`src/rtl/hwpf_defs.svh`:
```
// address split, training table size and descriptor queue depth of the stride prefetcher
`ifndef HWPF_DEFS_SVH
`define HWPF_DEFS_SVH

// snoop address width in bits
`define HWPF_ADDR_W 49

// byte offset within a cache line
`define HWPF_OFS_W 4

// line index within a region, address bits 9 to 4
`define HWPF_IDX_W 6

// region tag, address bits 48 to 10
`define HWPF_TAG_W 39

// line address, address bits 48 to 4
`define HWPF_LINE_W 45

// fully associative training entries
`define HWPF_TABLE_SIZE 8

// descriptor FIFO entries
`define HWPF_QUEUE_DEPTH 16

`endif

```
`src/rtl/hwpf_pkg.sv`:
```
// training state enum and address field types of the stride prefetcher
`include "hwpf_defs.svh"

package hwpf_pkg;

    // per-region training sequence, HIT3 confirms and emits
    typedef enum logic [2:0] {
        INITIAL,
        STRIDE_DETECTION,
        HIT1,
        HIT2,
        HIT3
    } train_state_e;

    // upper address bits that name a region
    typedef logic [`HWPF_TAG_W-1:0] region_tag_t;

    // line position inside a region
    typedef logic [`HWPF_IDX_W-1:0] line_idx_t;

    // line stride, wraps modulo 64 like the index it is computed from
    typedef logic signed [`HWPF_IDX_W-1:0] stride_t;

    // cache line address, byte offset removed
    typedef logic [`HWPF_LINE_W-1:0] line_addr_t;

endpackage

```
`src/rtl/snoop_capture.sv`:
```
// snoop input stage: filters idle and zero-tag accesses, registers and splits the address
`timescale 1ns/1ps
`include "hwpf_defs.svh"

module snoop_capture import hwpf_pkg::*; (
    input  logic                    clk_i,
    input  logic                    rst_ni,
    input  logic                    snoop_valid_i,
    input  logic [`HWPF_ADDR_W-1:0] snoop_addr_i,
    output logic                    cap_valid_o,
    output region_tag_t             cap_tag_o,
    output line_idx_t               cap_idx_o,
    output line_addr_t              cap_line_o
);

    region_tag_t snoop_tag;
    logic        accept;

    // idle ports show zero addresses, so a zero tag never trains
    assign snoop_tag = snoop_addr_i[`HWPF_ADDR_W-1 -: `HWPF_TAG_W];
    assign accept    = snoop_valid_i && (snoop_tag != '0);

    always_ff @(posedge clk_i) begin
        if (!rst_ni) begin
            cap_valid_o <= 1'b0;
        end else begin
            cap_valid_o <= accept;
        end
    end

    // address fields only load on an accepted access
    always_ff @(posedge clk_i) begin
        if (accept) begin
            cap_tag_o  <= snoop_tag;
            cap_idx_o  <= snoop_addr_i[`HWPF_OFS_W +: `HWPF_IDX_W];
            cap_line_o <= snoop_addr_i[`HWPF_ADDR_W-1:`HWPF_OFS_W];
        end
    end

endmodule

```
`src/rtl/stride_table.sv`:
```
// fully associative training table with LRU ages, stride training FSM and emission register
`timescale 1ns/1ps
`include "hwpf_defs.svh"

module stride_table import hwpf_pkg::*; (
    input  logic        clk_i,
    input  logic        rst_ni,
    input  logic        cap_valid_i,
    input  region_tag_t cap_tag_i,
    input  line_idx_t   cap_idx_i,
    input  line_addr_t  cap_line_i,
    output logic        emit_valid_o,
    output line_addr_t  emit_base_o,
    output stride_t     emit_stride_o
);

    localparam int AGE_W = $clog2(`HWPF_TABLE_SIZE);

    // an age doubles as an entry number, both range over the table
    typedef logic [AGE_W-1:0] ent_t;

    // entry storage
    logic [`HWPF_TABLE_SIZE-1:0] valid_q;
    ent_t                        age_q      [`HWPF_TABLE_SIZE];
    region_tag_t                 tag_q      [`HWPF_TABLE_SIZE];
    line_idx_t                   last_idx_q [`HWPF_TABLE_SIZE];
    stride_t                     stride_q   [`HWPF_TABLE_SIZE];
    train_state_e                state_q    [`HWPF_TABLE_SIZE];

    // lookup results
    logic         hit;
    ent_t         hit_idx;
    logic         any_inv;
    ent_t         inv_idx;
    ent_t         lru_idx;
    ent_t         sel;

    // training datapath of the selected entry
    line_idx_t    cur_idx;
    stride_t      cur_stride;
    train_state_e cur_state;
    line_idx_t    idx_pred;
    stride_t      new_stride;
    logic         stride_ok;
    logic         do_alloc;
    logic         do_train;
    logic         do_emit;
    train_state_e nxt_state;
    stride_t      nxt_stride;

    always_comb begin
        hit     = 1'b0;
        hit_idx = '0;
        any_inv = 1'b0;
        inv_idx = '0;
        lru_idx = '0;
        for (int i = 0; i < `HWPF_TABLE_SIZE; i++) begin
            if (!hit && valid_q[i] && (tag_q[i] == cap_tag_i)) begin
                hit     = 1'b1;
                hit_idx = ent_t'(i);
            end
            // lowest-numbered free entry wins
            if (!any_inv && !valid_q[i]) begin
                any_inv = 1'b1;
                inv_idx = ent_t'(i);
            end
            if (age_q[i] == ent_t'(`HWPF_TABLE_SIZE - 1)) begin
                lru_idx = ent_t'(i);
            end
        end
        if (hit) begin
            sel = hit_idx;
        end else if (any_inv) begin
            sel = inv_idx;
        end else begin
            sel = lru_idx;
        end
    end

    assign cur_idx    = last_idx_q[sel];
    assign cur_stride = stride_q[sel];
    assign cur_state  = state_q[sel];
    assign idx_pred   = cur_idx + line_idx_t'(cur_stride);
    assign new_stride = stride_t'(cap_idx_i - cur_idx);
    assign stride_ok  = (idx_pred == cap_idx_i);

    // a repeated index on a hit leaves the training alone
    assign do_alloc = cap_valid_i && !hit;
    assign do_train = cap_valid_i && hit && (cap_idx_i != cur_idx);

    always_comb begin
        nxt_state  = cur_state;
        nxt_stride = cur_stride;
        do_emit    = 1'b0;
        if (do_alloc) begin
            nxt_state  = INITIAL;
            nxt_stride = '0;
        end else if (do_train) begin
            if (cur_state == INITIAL || !stride_ok) begin
                // first delta, or a broken pattern, restarts from the new stride
                nxt_stride = new_stride;
                nxt_state  = (cur_state == INITIAL) ? STRIDE_DETECTION : INITIAL;
            end else begin
                case (cur_state)
                    STRIDE_DETECTION: nxt_state = HIT1;
                    HIT1:             nxt_state = HIT2;
                    HIT2:             nxt_state = HIT3;
                    HIT3: begin
                        nxt_state = INITIAL;
                        do_emit   = 1'b1;
                    end
                    default:          nxt_state = INITIAL;
                endcase
            end
        end
    end

    always_ff @(posedge clk_i) begin
        if (!rst_ni) begin
            valid_q      <= '0;
            emit_valid_o <= 1'b0;
            for (int i = 0; i < `HWPF_TABLE_SIZE; i++) begin
                age_q[i] <= ent_t'(i);
            end
        end else begin
            emit_valid_o <= do_emit;
            if (cap_valid_i) begin
                // move the touched entry to most recent, age the younger ones
                for (int k = 0; k < `HWPF_TABLE_SIZE; k++) begin
                    if (age_q[k] < age_q[sel]) begin
                        age_q[k] <= age_q[k] + 1'b1;
                    end
                end
                age_q[sel] <= '0;
            end
            if (do_alloc) begin
                valid_q[sel] <= 1'b1;
            end
            // a confirmed stream frees its entry, ages stay put
            if (do_emit) begin
                valid_q[sel] <= 1'b0;
            end
        end
    end

    always_ff @(posedge clk_i) begin
        if (do_alloc || do_train) begin
            tag_q[sel]      <= cap_tag_i;
            last_idx_q[sel] <= cap_idx_i;
            stride_q[sel]   <= nxt_stride;
            state_q[sel]    <= nxt_state;
        end
        if (do_emit) begin
            emit_base_o   <= cap_line_i +
                             {{(`HWPF_LINE_W - `HWPF_IDX_W){cur_stride[`HWPF_IDX_W-1]}},
                              cur_stride};
            emit_stride_o <= cur_stride;
        end
    end

endmodule

```
`src/rtl/stream_queue.sv`:
```
// descriptor FIFO with valid/ready output, drops and flags emissions that find it full
`timescale 1ns/1ps
`include "hwpf_defs.svh"

module stream_queue import hwpf_pkg::*; (
    input  logic       clk_i,
    input  logic       rst_ni,
    input  logic       emit_valid_i,
    input  line_addr_t emit_base_i,
    input  stride_t    emit_stride_i,
    output logic       pf_valid_o,
    input  logic       pf_ready_i,
    output line_addr_t pf_base_line_o,
    output stride_t    pf_stride_o,
    output logic       pf_drop_o
);

    localparam int PTR_W = $clog2(`HWPF_QUEUE_DEPTH);

    typedef logic [PTR_W-1:0] ptr_t;

    line_addr_t     base_mem   [`HWPF_QUEUE_DEPTH];
    stride_t        stride_mem [`HWPF_QUEUE_DEPTH];
    ptr_t           head_q;
    ptr_t           tail_q;
    logic [PTR_W:0] count_q;
    logic           full;
    logic           push;
    logic           pop;

    assign full = (count_q == (PTR_W+1)'(`HWPF_QUEUE_DEPTH));
    assign pop  = pf_valid_o && pf_ready_i;
    // a pop on the same edge frees the slot a full queue needs
    assign push = emit_valid_i && (!full || pop);

    assign pf_valid_o     = (count_q != '0);
    assign pf_base_line_o = base_mem[head_q];
    assign pf_stride_o    = stride_mem[head_q];

    always_ff @(posedge clk_i) begin
        if (!rst_ni) begin
            head_q    <= '0;
            tail_q    <= '0;
            count_q   <= '0;
            pf_drop_o <= 1'b0;
        end else begin
            pf_drop_o <= emit_valid_i && !push;
            // pointers wrap by overflow, depth is a power of two
            if (push) begin
                tail_q <= tail_q + 1'b1;
            end
            if (pop) begin
                head_q <= head_q + 1'b1;
            end
            case ({push, pop})
                2'b10:   count_q <= count_q + 1'b1;
                2'b01:   count_q <= count_q - 1'b1;
                default: count_q <= count_q;
            endcase
        end
    end

    always_ff @(posedge clk_i) begin
        if (push) begin
            base_mem[tail_q]   <= emit_base_i;
            stride_mem[tail_q] <= emit_stride_i;
        end
    end

endmodule

```
`src/rtl/stride_prefetcher_top.sv`:
```
// stride prefetcher front end: snoop capture, training table and descriptor queue in a chain
`timescale 1ns/1ps
`include "hwpf_defs.svh"

module stride_prefetcher_top import hwpf_pkg::*; (
    input  logic                    clk_i,
    input  logic                    rst_ni,
    input  logic                    snoop_valid_i,
    input  logic [`HWPF_ADDR_W-1:0] snoop_addr_i,
    output logic                    pf_valid_o,
    input  logic                    pf_ready_i,
    output line_addr_t              pf_base_line_o,
    output stride_t                 pf_stride_o,
    output logic                    pf_drop_o
);

    // capture to table
    logic        cap_valid;
    region_tag_t cap_tag;
    line_idx_t   cap_idx;
    line_addr_t  cap_line;

    // table to queue, single-cycle pulses
    logic        emit_valid;
    line_addr_t  emit_base;
    stride_t     emit_stride;

    snoop_capture u_capture (
        .clk_i         (clk_i),
        .rst_ni        (rst_ni),
        .snoop_valid_i (snoop_valid_i),
        .snoop_addr_i  (snoop_addr_i),
        .cap_valid_o   (cap_valid),
        .cap_tag_o     (cap_tag),
        .cap_idx_o     (cap_idx),
        .cap_line_o    (cap_line)
    );

    stride_table u_table (
        .clk_i         (clk_i),
        .rst_ni        (rst_ni),
        .cap_valid_i   (cap_valid),
        .cap_tag_i     (cap_tag),
        .cap_idx_i     (cap_idx),
        .cap_line_i    (cap_line),
        .emit_valid_o  (emit_valid),
        .emit_base_o   (emit_base),
        .emit_stride_o (emit_stride)
    );

    stream_queue u_queue (
        .clk_i          (clk_i),
        .rst_ni         (rst_ni),
        .emit_valid_i   (emit_valid),
        .emit_base_i    (emit_base),
        .emit_stride_i  (emit_stride),
        .pf_valid_o     (pf_valid_o),
        .pf_ready_i     (pf_ready_i),
        .pf_base_line_o (pf_base_line_o),
        .pf_stride_o    (pf_stride_o),
        .pf_drop_o      (pf_drop_o)
    );

endmodule

```
`config.mk`:
```
export PLATFORM = sky130hd
export DESIGN_NAME = stride_prefetcher_top
export DESIGN_NICKNAME = d
export VERILOG_FILES = /design/src/rtl/hwpf_pkg.sv /design/src/rtl/snoop_capture.sv /design/src/rtl/stride_table.sv /design/src/rtl/stream_queue.sv /design/src/rtl/stride_prefetcher_top.sv
export VERILOG_INCLUDE_DIRS = /design/src /design/src/rtl
export SDC_FILE = /design/constraint.sdc
export NUM_CORES = 1
export LEC_CHECK = 0
export ABC_AREA = 1
export BUFFER_PORTS_ARGS = -buffer_cell sky130_fd_sc_hd__buf_2
export CORE_UTILIZATION = 40
export CTS_CLUSTER_DIAMETER = 40
export CTS_CLUSTER_SIZE = 12
export DETAILED_ROUTE_END_ITERATION = 6
export PLACE_DENSITY_LB_ADDON = 0.05
export SYNTH_ARGS = -nofsm -noshare
export SYNTH_HDL_FRONTEND = slang
export SYNTH_SLANG_ARGS = --single-unit
```
`constraint.sdc`:
```
create_clock -name clk_i -period 7.4 [get_ports clk_i]
set_input_delay 1.11 -clock clk_i [delete_from_list [all_inputs] [get_ports clk_i]]
set_output_delay 1.11 -clock clk_i [all_outputs]
set_load 0.02 [all_outputs]
```
Word-level counts from Yosys, hierarchy flattened
Memories as Yosys holds them, arrays and structs flattened. A register that Yosys moved wholly into a read port is not among the register bits.
Cells that the tools add are included.
Widths: inputs -> output; s select.
{"block": "totals", "register_bits": 165, "mem_bits_rw": 1272, "inputBits": 53, "output_inout_bits": 53, "elab_cells": 249, "mem_count": 7}
{"name": "u_queue.base_mem", "depth": 16, "word_bits": 45, "read_ports": 1, "rd_clocked_by_memory_dff": 1, "write_ports": 1, "line_no": "stream_queue.sv:22", "source": "line_addr_t base_mem [`HWPF_QUEUE_DEPTH];"}
{"name": "u_table.tag_q", "depth": 8, "word_bits": 39, "read_ports": 8, "rd_clocked_by_memory_dff": 0, "write_ports": 1, "line_no": "stride_table.sv:25", "source": "region_tag_t tag_q [`HWPF_TABLE_SIZE];"}
{"name": "u_queue.stride_mem", "depth": 16, "word_bits": 6, "read_ports": 1, "rd_clocked_by_memory_dff": 1, "write_ports": 1, "line_no": "stream_queue.sv:23", "source": "stride_t stride_mem [`HWPF_QUEUE_DEPTH];"}
{"name": "u_table.last_idx_q", "depth": 8, "word_bits": 6, "read_ports": 1, "rd_clocked_by_memory_dff": 0, "write_ports": 1, "line_no": "stride_table.sv:26", "source": "line_idx_t last_idx_q [`HWPF_TABLE_SIZE];"}
{"name": "u_table.stride_q", "depth": 8, "word_bits": 6, "read_ports": 1, "rd_clocked_by_memory_dff": 0, "write_ports": 1, "line_no": "stride_table.sv:27", "source": "stride_t stride_q [`HWPF_TABLE_SIZE];"}
{"name": "u_table.age_q", "depth": 8, "word_bits": 3, "read_ports": 9, "rd_clocked_by_memory_dff": 0, "write_ports": 9, "line_no": "stride_table.sv:24", "source": "ent_t age_q [`HWPF_TABLE_SIZE];"}
{"name": "+1 memories"}
{"block": "classes", "addsub": 15, "n_lt_le_gt_ge": 10, "eq_ne": 24, "muxes": 109, "n_bitwise": 11, "reduce_logical": 61}
{"operator": "$eq 39x39->1", "n": 8}
{"operator": "$mux 3", "n": 25}
{"operator": "$mux 1", "n": 65}
{"operator": "$add 45x45->45", "n": 1}
{"operator": "$reduce_bool 39->1", "n": 1}
{"operator": "$logic_and 1x1->1", "n": 30}
{"operator": "$add 3x1->3 const B", "n": 8}
{"operator": "$eq 3x3->1 const B", "n": 8}
{"operator": "$logic_not 1->1", "n": 24}
{"operator": "$lt 3x3->1", "n": 8}
{"operator": "$mux 8", "n": 3}
{"operator": "$mux 6", "n": 3}
{"operator": "$mux 4", "n": 4}
{"operator": "$mux 2", "n": 6}
{"operator": "$pmux 5 s2", "n": 1}
{"operator": "$pmux 3 s3", "n": 1}
{"operator": "$add 4x1->4 const B", "n": 2}
{"operator": "$and 8x8->8", "n": 1}
{"operator": "$not 8->8", "n": 1}
{"operator": "$or 1x1->1", "n": 8}
{"operator": "$or 8x8->8", "n": 1}
{"operator": "$add 6x6->6", "n": 1}
{"operator": "$eq 3x2->1 const B", "n": 2}
{"operator": "$eq 6x6->1", "n": 1}
{"operator": "15 further kinds", "n": 17}

Depth between registers and ports, before layout
An unclocked memory read counts as a cell.
{"block": "logic_depth", "ltp_word": 42, "mapped_depth": 44, "mapped_depth_nobuf": 43}

Modules after synthesis
A second synthesis with hierarchy kept.
{"block": "unflattened", "cells_unflattened": 5510, "hier_area_um2": 61641.6}
{"mod": "stream_queue", "n_inst": 1, "cells_each": 2702, "area_per_inst_um2": 33871.2, "seq_area_each_um2": 24863.8}
{"mod": "stride_table", "n_inst": 1, "cells_each": 2680, "area_per_inst_um2": 25908.6, "seq_area_each_um2": 15164.5}
{"mod": "snoop_capture", "n_inst": 1, "cells_each": 128, "area_per_inst_um2": 1861.8, "seq_area_each_um2": 1371.3}

Worst setup path after synthesis
No wires, ideal clock.
{"block": "synth_timing", "kind": "flip-flop to flip-flop", "startpoint": "register, netlist name u_capture.cap_line_o[20]", "endpoint": "memory u_table.last_idx_q[0][0] (netlist name) (enable)", "setup_time_ps": 466, "t_arrival_ps": 6053, "slack_ps": 881, "path_stages_with_launch": 29, "path_buffers": 3, "path_cell_list": "edfxtp_1 -> buf_2 -> inv_2 -> nand2_1 -> nand2_1 -> nor2_1 -> and2_1 -> nand2_1 -> nor2_1 -> nand3_1 -> nand2_1 -> nor2_2 -> nand3_2 -> nand2_4 -> nor2_4 -> buf_6 -> nand2_4 -> clkbuf_1 -> o22ai_1 -> nor4_1 -> inv_1 -> ha_1 -> nand3_1 -> nor2_1 -> nand3_1 -> nand2_1 -> nand2_1 -> clkinv_1 -> nor2_1"}
{"item": "end, declared", "line_no": "stride_table.sv:26"}

==> flow_metrics.py <==
metrics = {
    "timing": {
        "report.final.setup_viol": 0,
        "grt_setup_unrepaired": "no",
        "maxSlewViolCount": 0,
        "clock.fmax_mhz": 146,
        "fin_crit_sh_pct": 92.4,
        "worst_pin_slew_ns": 1.24,
        "skew_ns": 0.0385,
        "whs_ns": 0.457,
        "min_period_ns": 6.84,
        "maxSlewHeadroom_pct": 17.1,
        "tns_ns": 0,
        "hold_violations": 0,
        "fin_ws_ns": 0.561,
    },
    "synthesis": {
        "yosysWarningCount": 0,
        "synth-async-reset-ratio_pct": 0,
        "synthFlopType": "edfxtp_1",
        "ys_ff_latch": 1396,
        "netlist_area_um2": 60500,
        "synth_enable_flop_cells": 1344,
        "yosysSeqAreaShare_pct": 68.4,
        "syn_avg_cell_area_um2": 12.1,
        "synth_cells": 4991,
        "ys_types": 59,
        "synth_nets": 5141,
    },
    "clock_tree": {
        "cts.clk_slew.worst_paths_ns": 0.05,
        "cts_tree": "yes",
        "insertion_delay_ns": 0.83,
        "clockRootBuffer": "clkbuf_16",
        "cts.sinks": 1396,
        "htreeDepth": 4,
        "cts_buffers": 207,
        "cts.path.max_buffers": 3,
        "hold_buffers": 0,
    },
    "grt": {
        "first_global_vias": 37209,
        "antenna_found_initial": 4,
        "grt_max_degree": 199,
        "grt_pass1_wl_um": 255000,
        "grt_usage_pct": 23.0,
        "grt-ovfl-total": 0,
    },
    "worst_setup_path": {
        "cp_slowest_cell": "edfxtp_1",
        "ff2ff_setup_slack_ns": 0.56,
        "end_kind": "flip-flop",
        "crit_type": "reg2reg",
        "cp_slowest_stage_delay_ns": 0.62,
        "start_kind": "flip-flop",
        "worstPathArrival_ns": 7.38,
        "rr_worst_depth": 34,
        "crit_top_cell": "nand2_1",
        "path_max_fanout": 23,
        "cp_data_required_time_ns": 7.94,
    },
    "layout": {
        "final_layout_size_suffix_gt1_share_pct": 13.7,
        "most-common-layout-cells": "edfxtp_1 (1,344), nand2_1 (776), inv_1 (487)",
        "area_growth_pct": 18.2,
        "layout_commonest_cell": "edfxtp_1",
        "nets": 5412,
        "fill_cells": 13460,
        "multi_input_area_um2": 16400,
        "regArea_um2": 41400,
        "instances_no_fill": 7460,
    },
    "place": {
        "pre_cts_ws_ns": -0.0980,
        "port_buffers": 101,
        "place_inst": 7066,
        "routabilityCongestion": 0.858,
        "hpwl_um": 104000,
    },
    "detailed_routing": {
        "routedWlPerCell_um": 23.5,
        "wl_um": 175000,
        "firstDrtPassIters": 5,
        "drt_iter0_drc": 2919,
        "drc": 0,
        "via_per_inst": 5.15,
        "antenna_left": 0,
        "num_vias": 38397,
    },
    "floorplan": {
        "initial_utilization_pct": 40.4,
        "io_pins": 106,
        "dieArea_um2": 153000,
        "core_um2": 150000,
        "num_rows": 142,
        "chipHeight_um": 391,
        "die_w_um": 391,
    },
    "min_path": {
        "min_path_type": "reg2reg",
        "hold_path_depth": 2,
    },
    "power": {
        "ir_worst_vdd_mv": 0.267,
        "p_per_area_nw_per_um2": 317,
        "p_leak_nw": 26.2,
        "finalPower_mw": 22.7,
    },
    "outcome": {
        "outcome": "finished clean",
    },
    "run": {
        "drv_cap": 0,
    },
}
## layer usage
metal	up-vias	track usage [%]	share of wire, %
li1	18391	-	-
met1	18868	31.4	45
met2	883	38.1	48
met3	255	3.37	4.5
met4	0	6.39	2.2
met5	-	0	0
## where the power goes
group          total (mW)  internal, mW  switching, mW  leakage (nW)
Sequential           8.91          8.76          0.158          12.6
Combinational        3.70          1.25           2.45          10.1
Clock                10.1          6.34           3.77          3.45
## synthesized netlist by cell type (14+ instances only)
cell type / instances / area, um^2
edfxtp_1: 1344 / 40400
o21ai_0: 351 / 1760
mux2i_1: 204 / 2040
a21oi_1: 310 / 1550
clkbuf_1: 127 / 477
nand2_1: 776 / 2910
o211ai_1: 208 / 1560
buf_1: 33 / 124
buf_6: 14 / 158
buf_2: 21 / 105
dfxtp_1: 52 / 1040
inv_2: 42 / 158
ha_1: 93 / 1160
nand4_1: 48 / 300
nor4_1: 18 / 113
nor3_1: 15 / 75.1
o21ai_1: 47 / 235
o22ai_1: 61 / 382
inv_1: 489 / 1840
nor2_1: 327 / 1230
nand3_1: 162 / 811
xnor2_1: 61 / 534
xor2_1: 66 / 578
## path summary, 6_finish.rpt
path	start	endpoint
worst min register to register	u_queue.head_q[3]	flip-flop
worst max register to register	u_capture.cap_line_o[43]	u_table.state_q[1][2]
worst min-delay path	u_queue.head_q[3]	flip-flop
worst max-delay path	u_capture.cap_line_o[43]	u_table.state_q[1][2]
## worst max-delay path: cells and delay by family, from the launching register on
kind,cells,cell delay (ns)
AOI/OAI and AO/OA,7,1.64
DFF,1,0.62
buffers and inverters,7,1.23
adders and majority gates,2,0.62
xor gates and xnor gates,1,0.25
and+or+nand+nor,17,2.14
## flip-flops by register name (all words and copies together) (netlist names), named ones only
signal                 count
u_table.emit_base_o       45
u_table.stride_q          48
u_queue.head_q             4
u_queue.tail_q             4
u_table.age_q             24
u_table.state_q           24
u_queue.base_mem         720
u_table.emit_stride_o      6
u_capture.cap_line_o      45
u_queue.pf_drop_o          1
u_capture.cap_valid_o      1
u_queue.count_q            5
u_table.valid_q            8
u_table.emit_valid_o       1
u_table.tag_q            312
u_queue.stride_mem        96
u_table.last_idx_q        48
## cell type report
| class | instances | share of cell area, % |
|---|---|---|
| flip-flops and latches | 1396 | 57.9 |
| diodes | 2 | 0.00699 |
| well taps | 2016 | 3.52 |
| repair buffers | 266 | 2.72 |
| clock inverters | 162 | 2.64 |
| multi-input cells | 2854 | 22.9 |
| inverters | 537 | 2.84 |
| clock buffers | 227 | 7.50 |
## cell families (layout without fill, tap and decap cells)
logic type	Yosys count	in the layout	share of synthesized area, %
other	0	2	0
muxes	204	204	3.37
buffers and inverters	741	1192	4.89
adders and majority gates	97	97	2.05
and+or+nand+nor	1419	1419	10.0
xor gates and xnor gates	127	127	1.84
AOI/OAI and AO/OA	1007	1007	9.47
DFF	1396	1396	68.4
## timing repair
action                     4_1_cts  5_1_grt
buffers inserted                 0        3
resized for setup                1        5
hold endpoints to repair         0        0
setup endpoints to repair        3       17
## through the flow
| stage | utilization, % | instance area (um^2) |
|---|---|---|
| 6_report | 47.7 | 71600 |
| 5_1_grt | 47.7 | 71600 |
| 4_1_cts | 47.7 | 71500 |
| 3_5_place_dp | 42.8 | 64300 |
| 3_3_place_gp | 42.8 | 64300 |
| 2_1_floorplan | - | 60500 |
No activity file was read; power rests on OpenSTA's default activity.
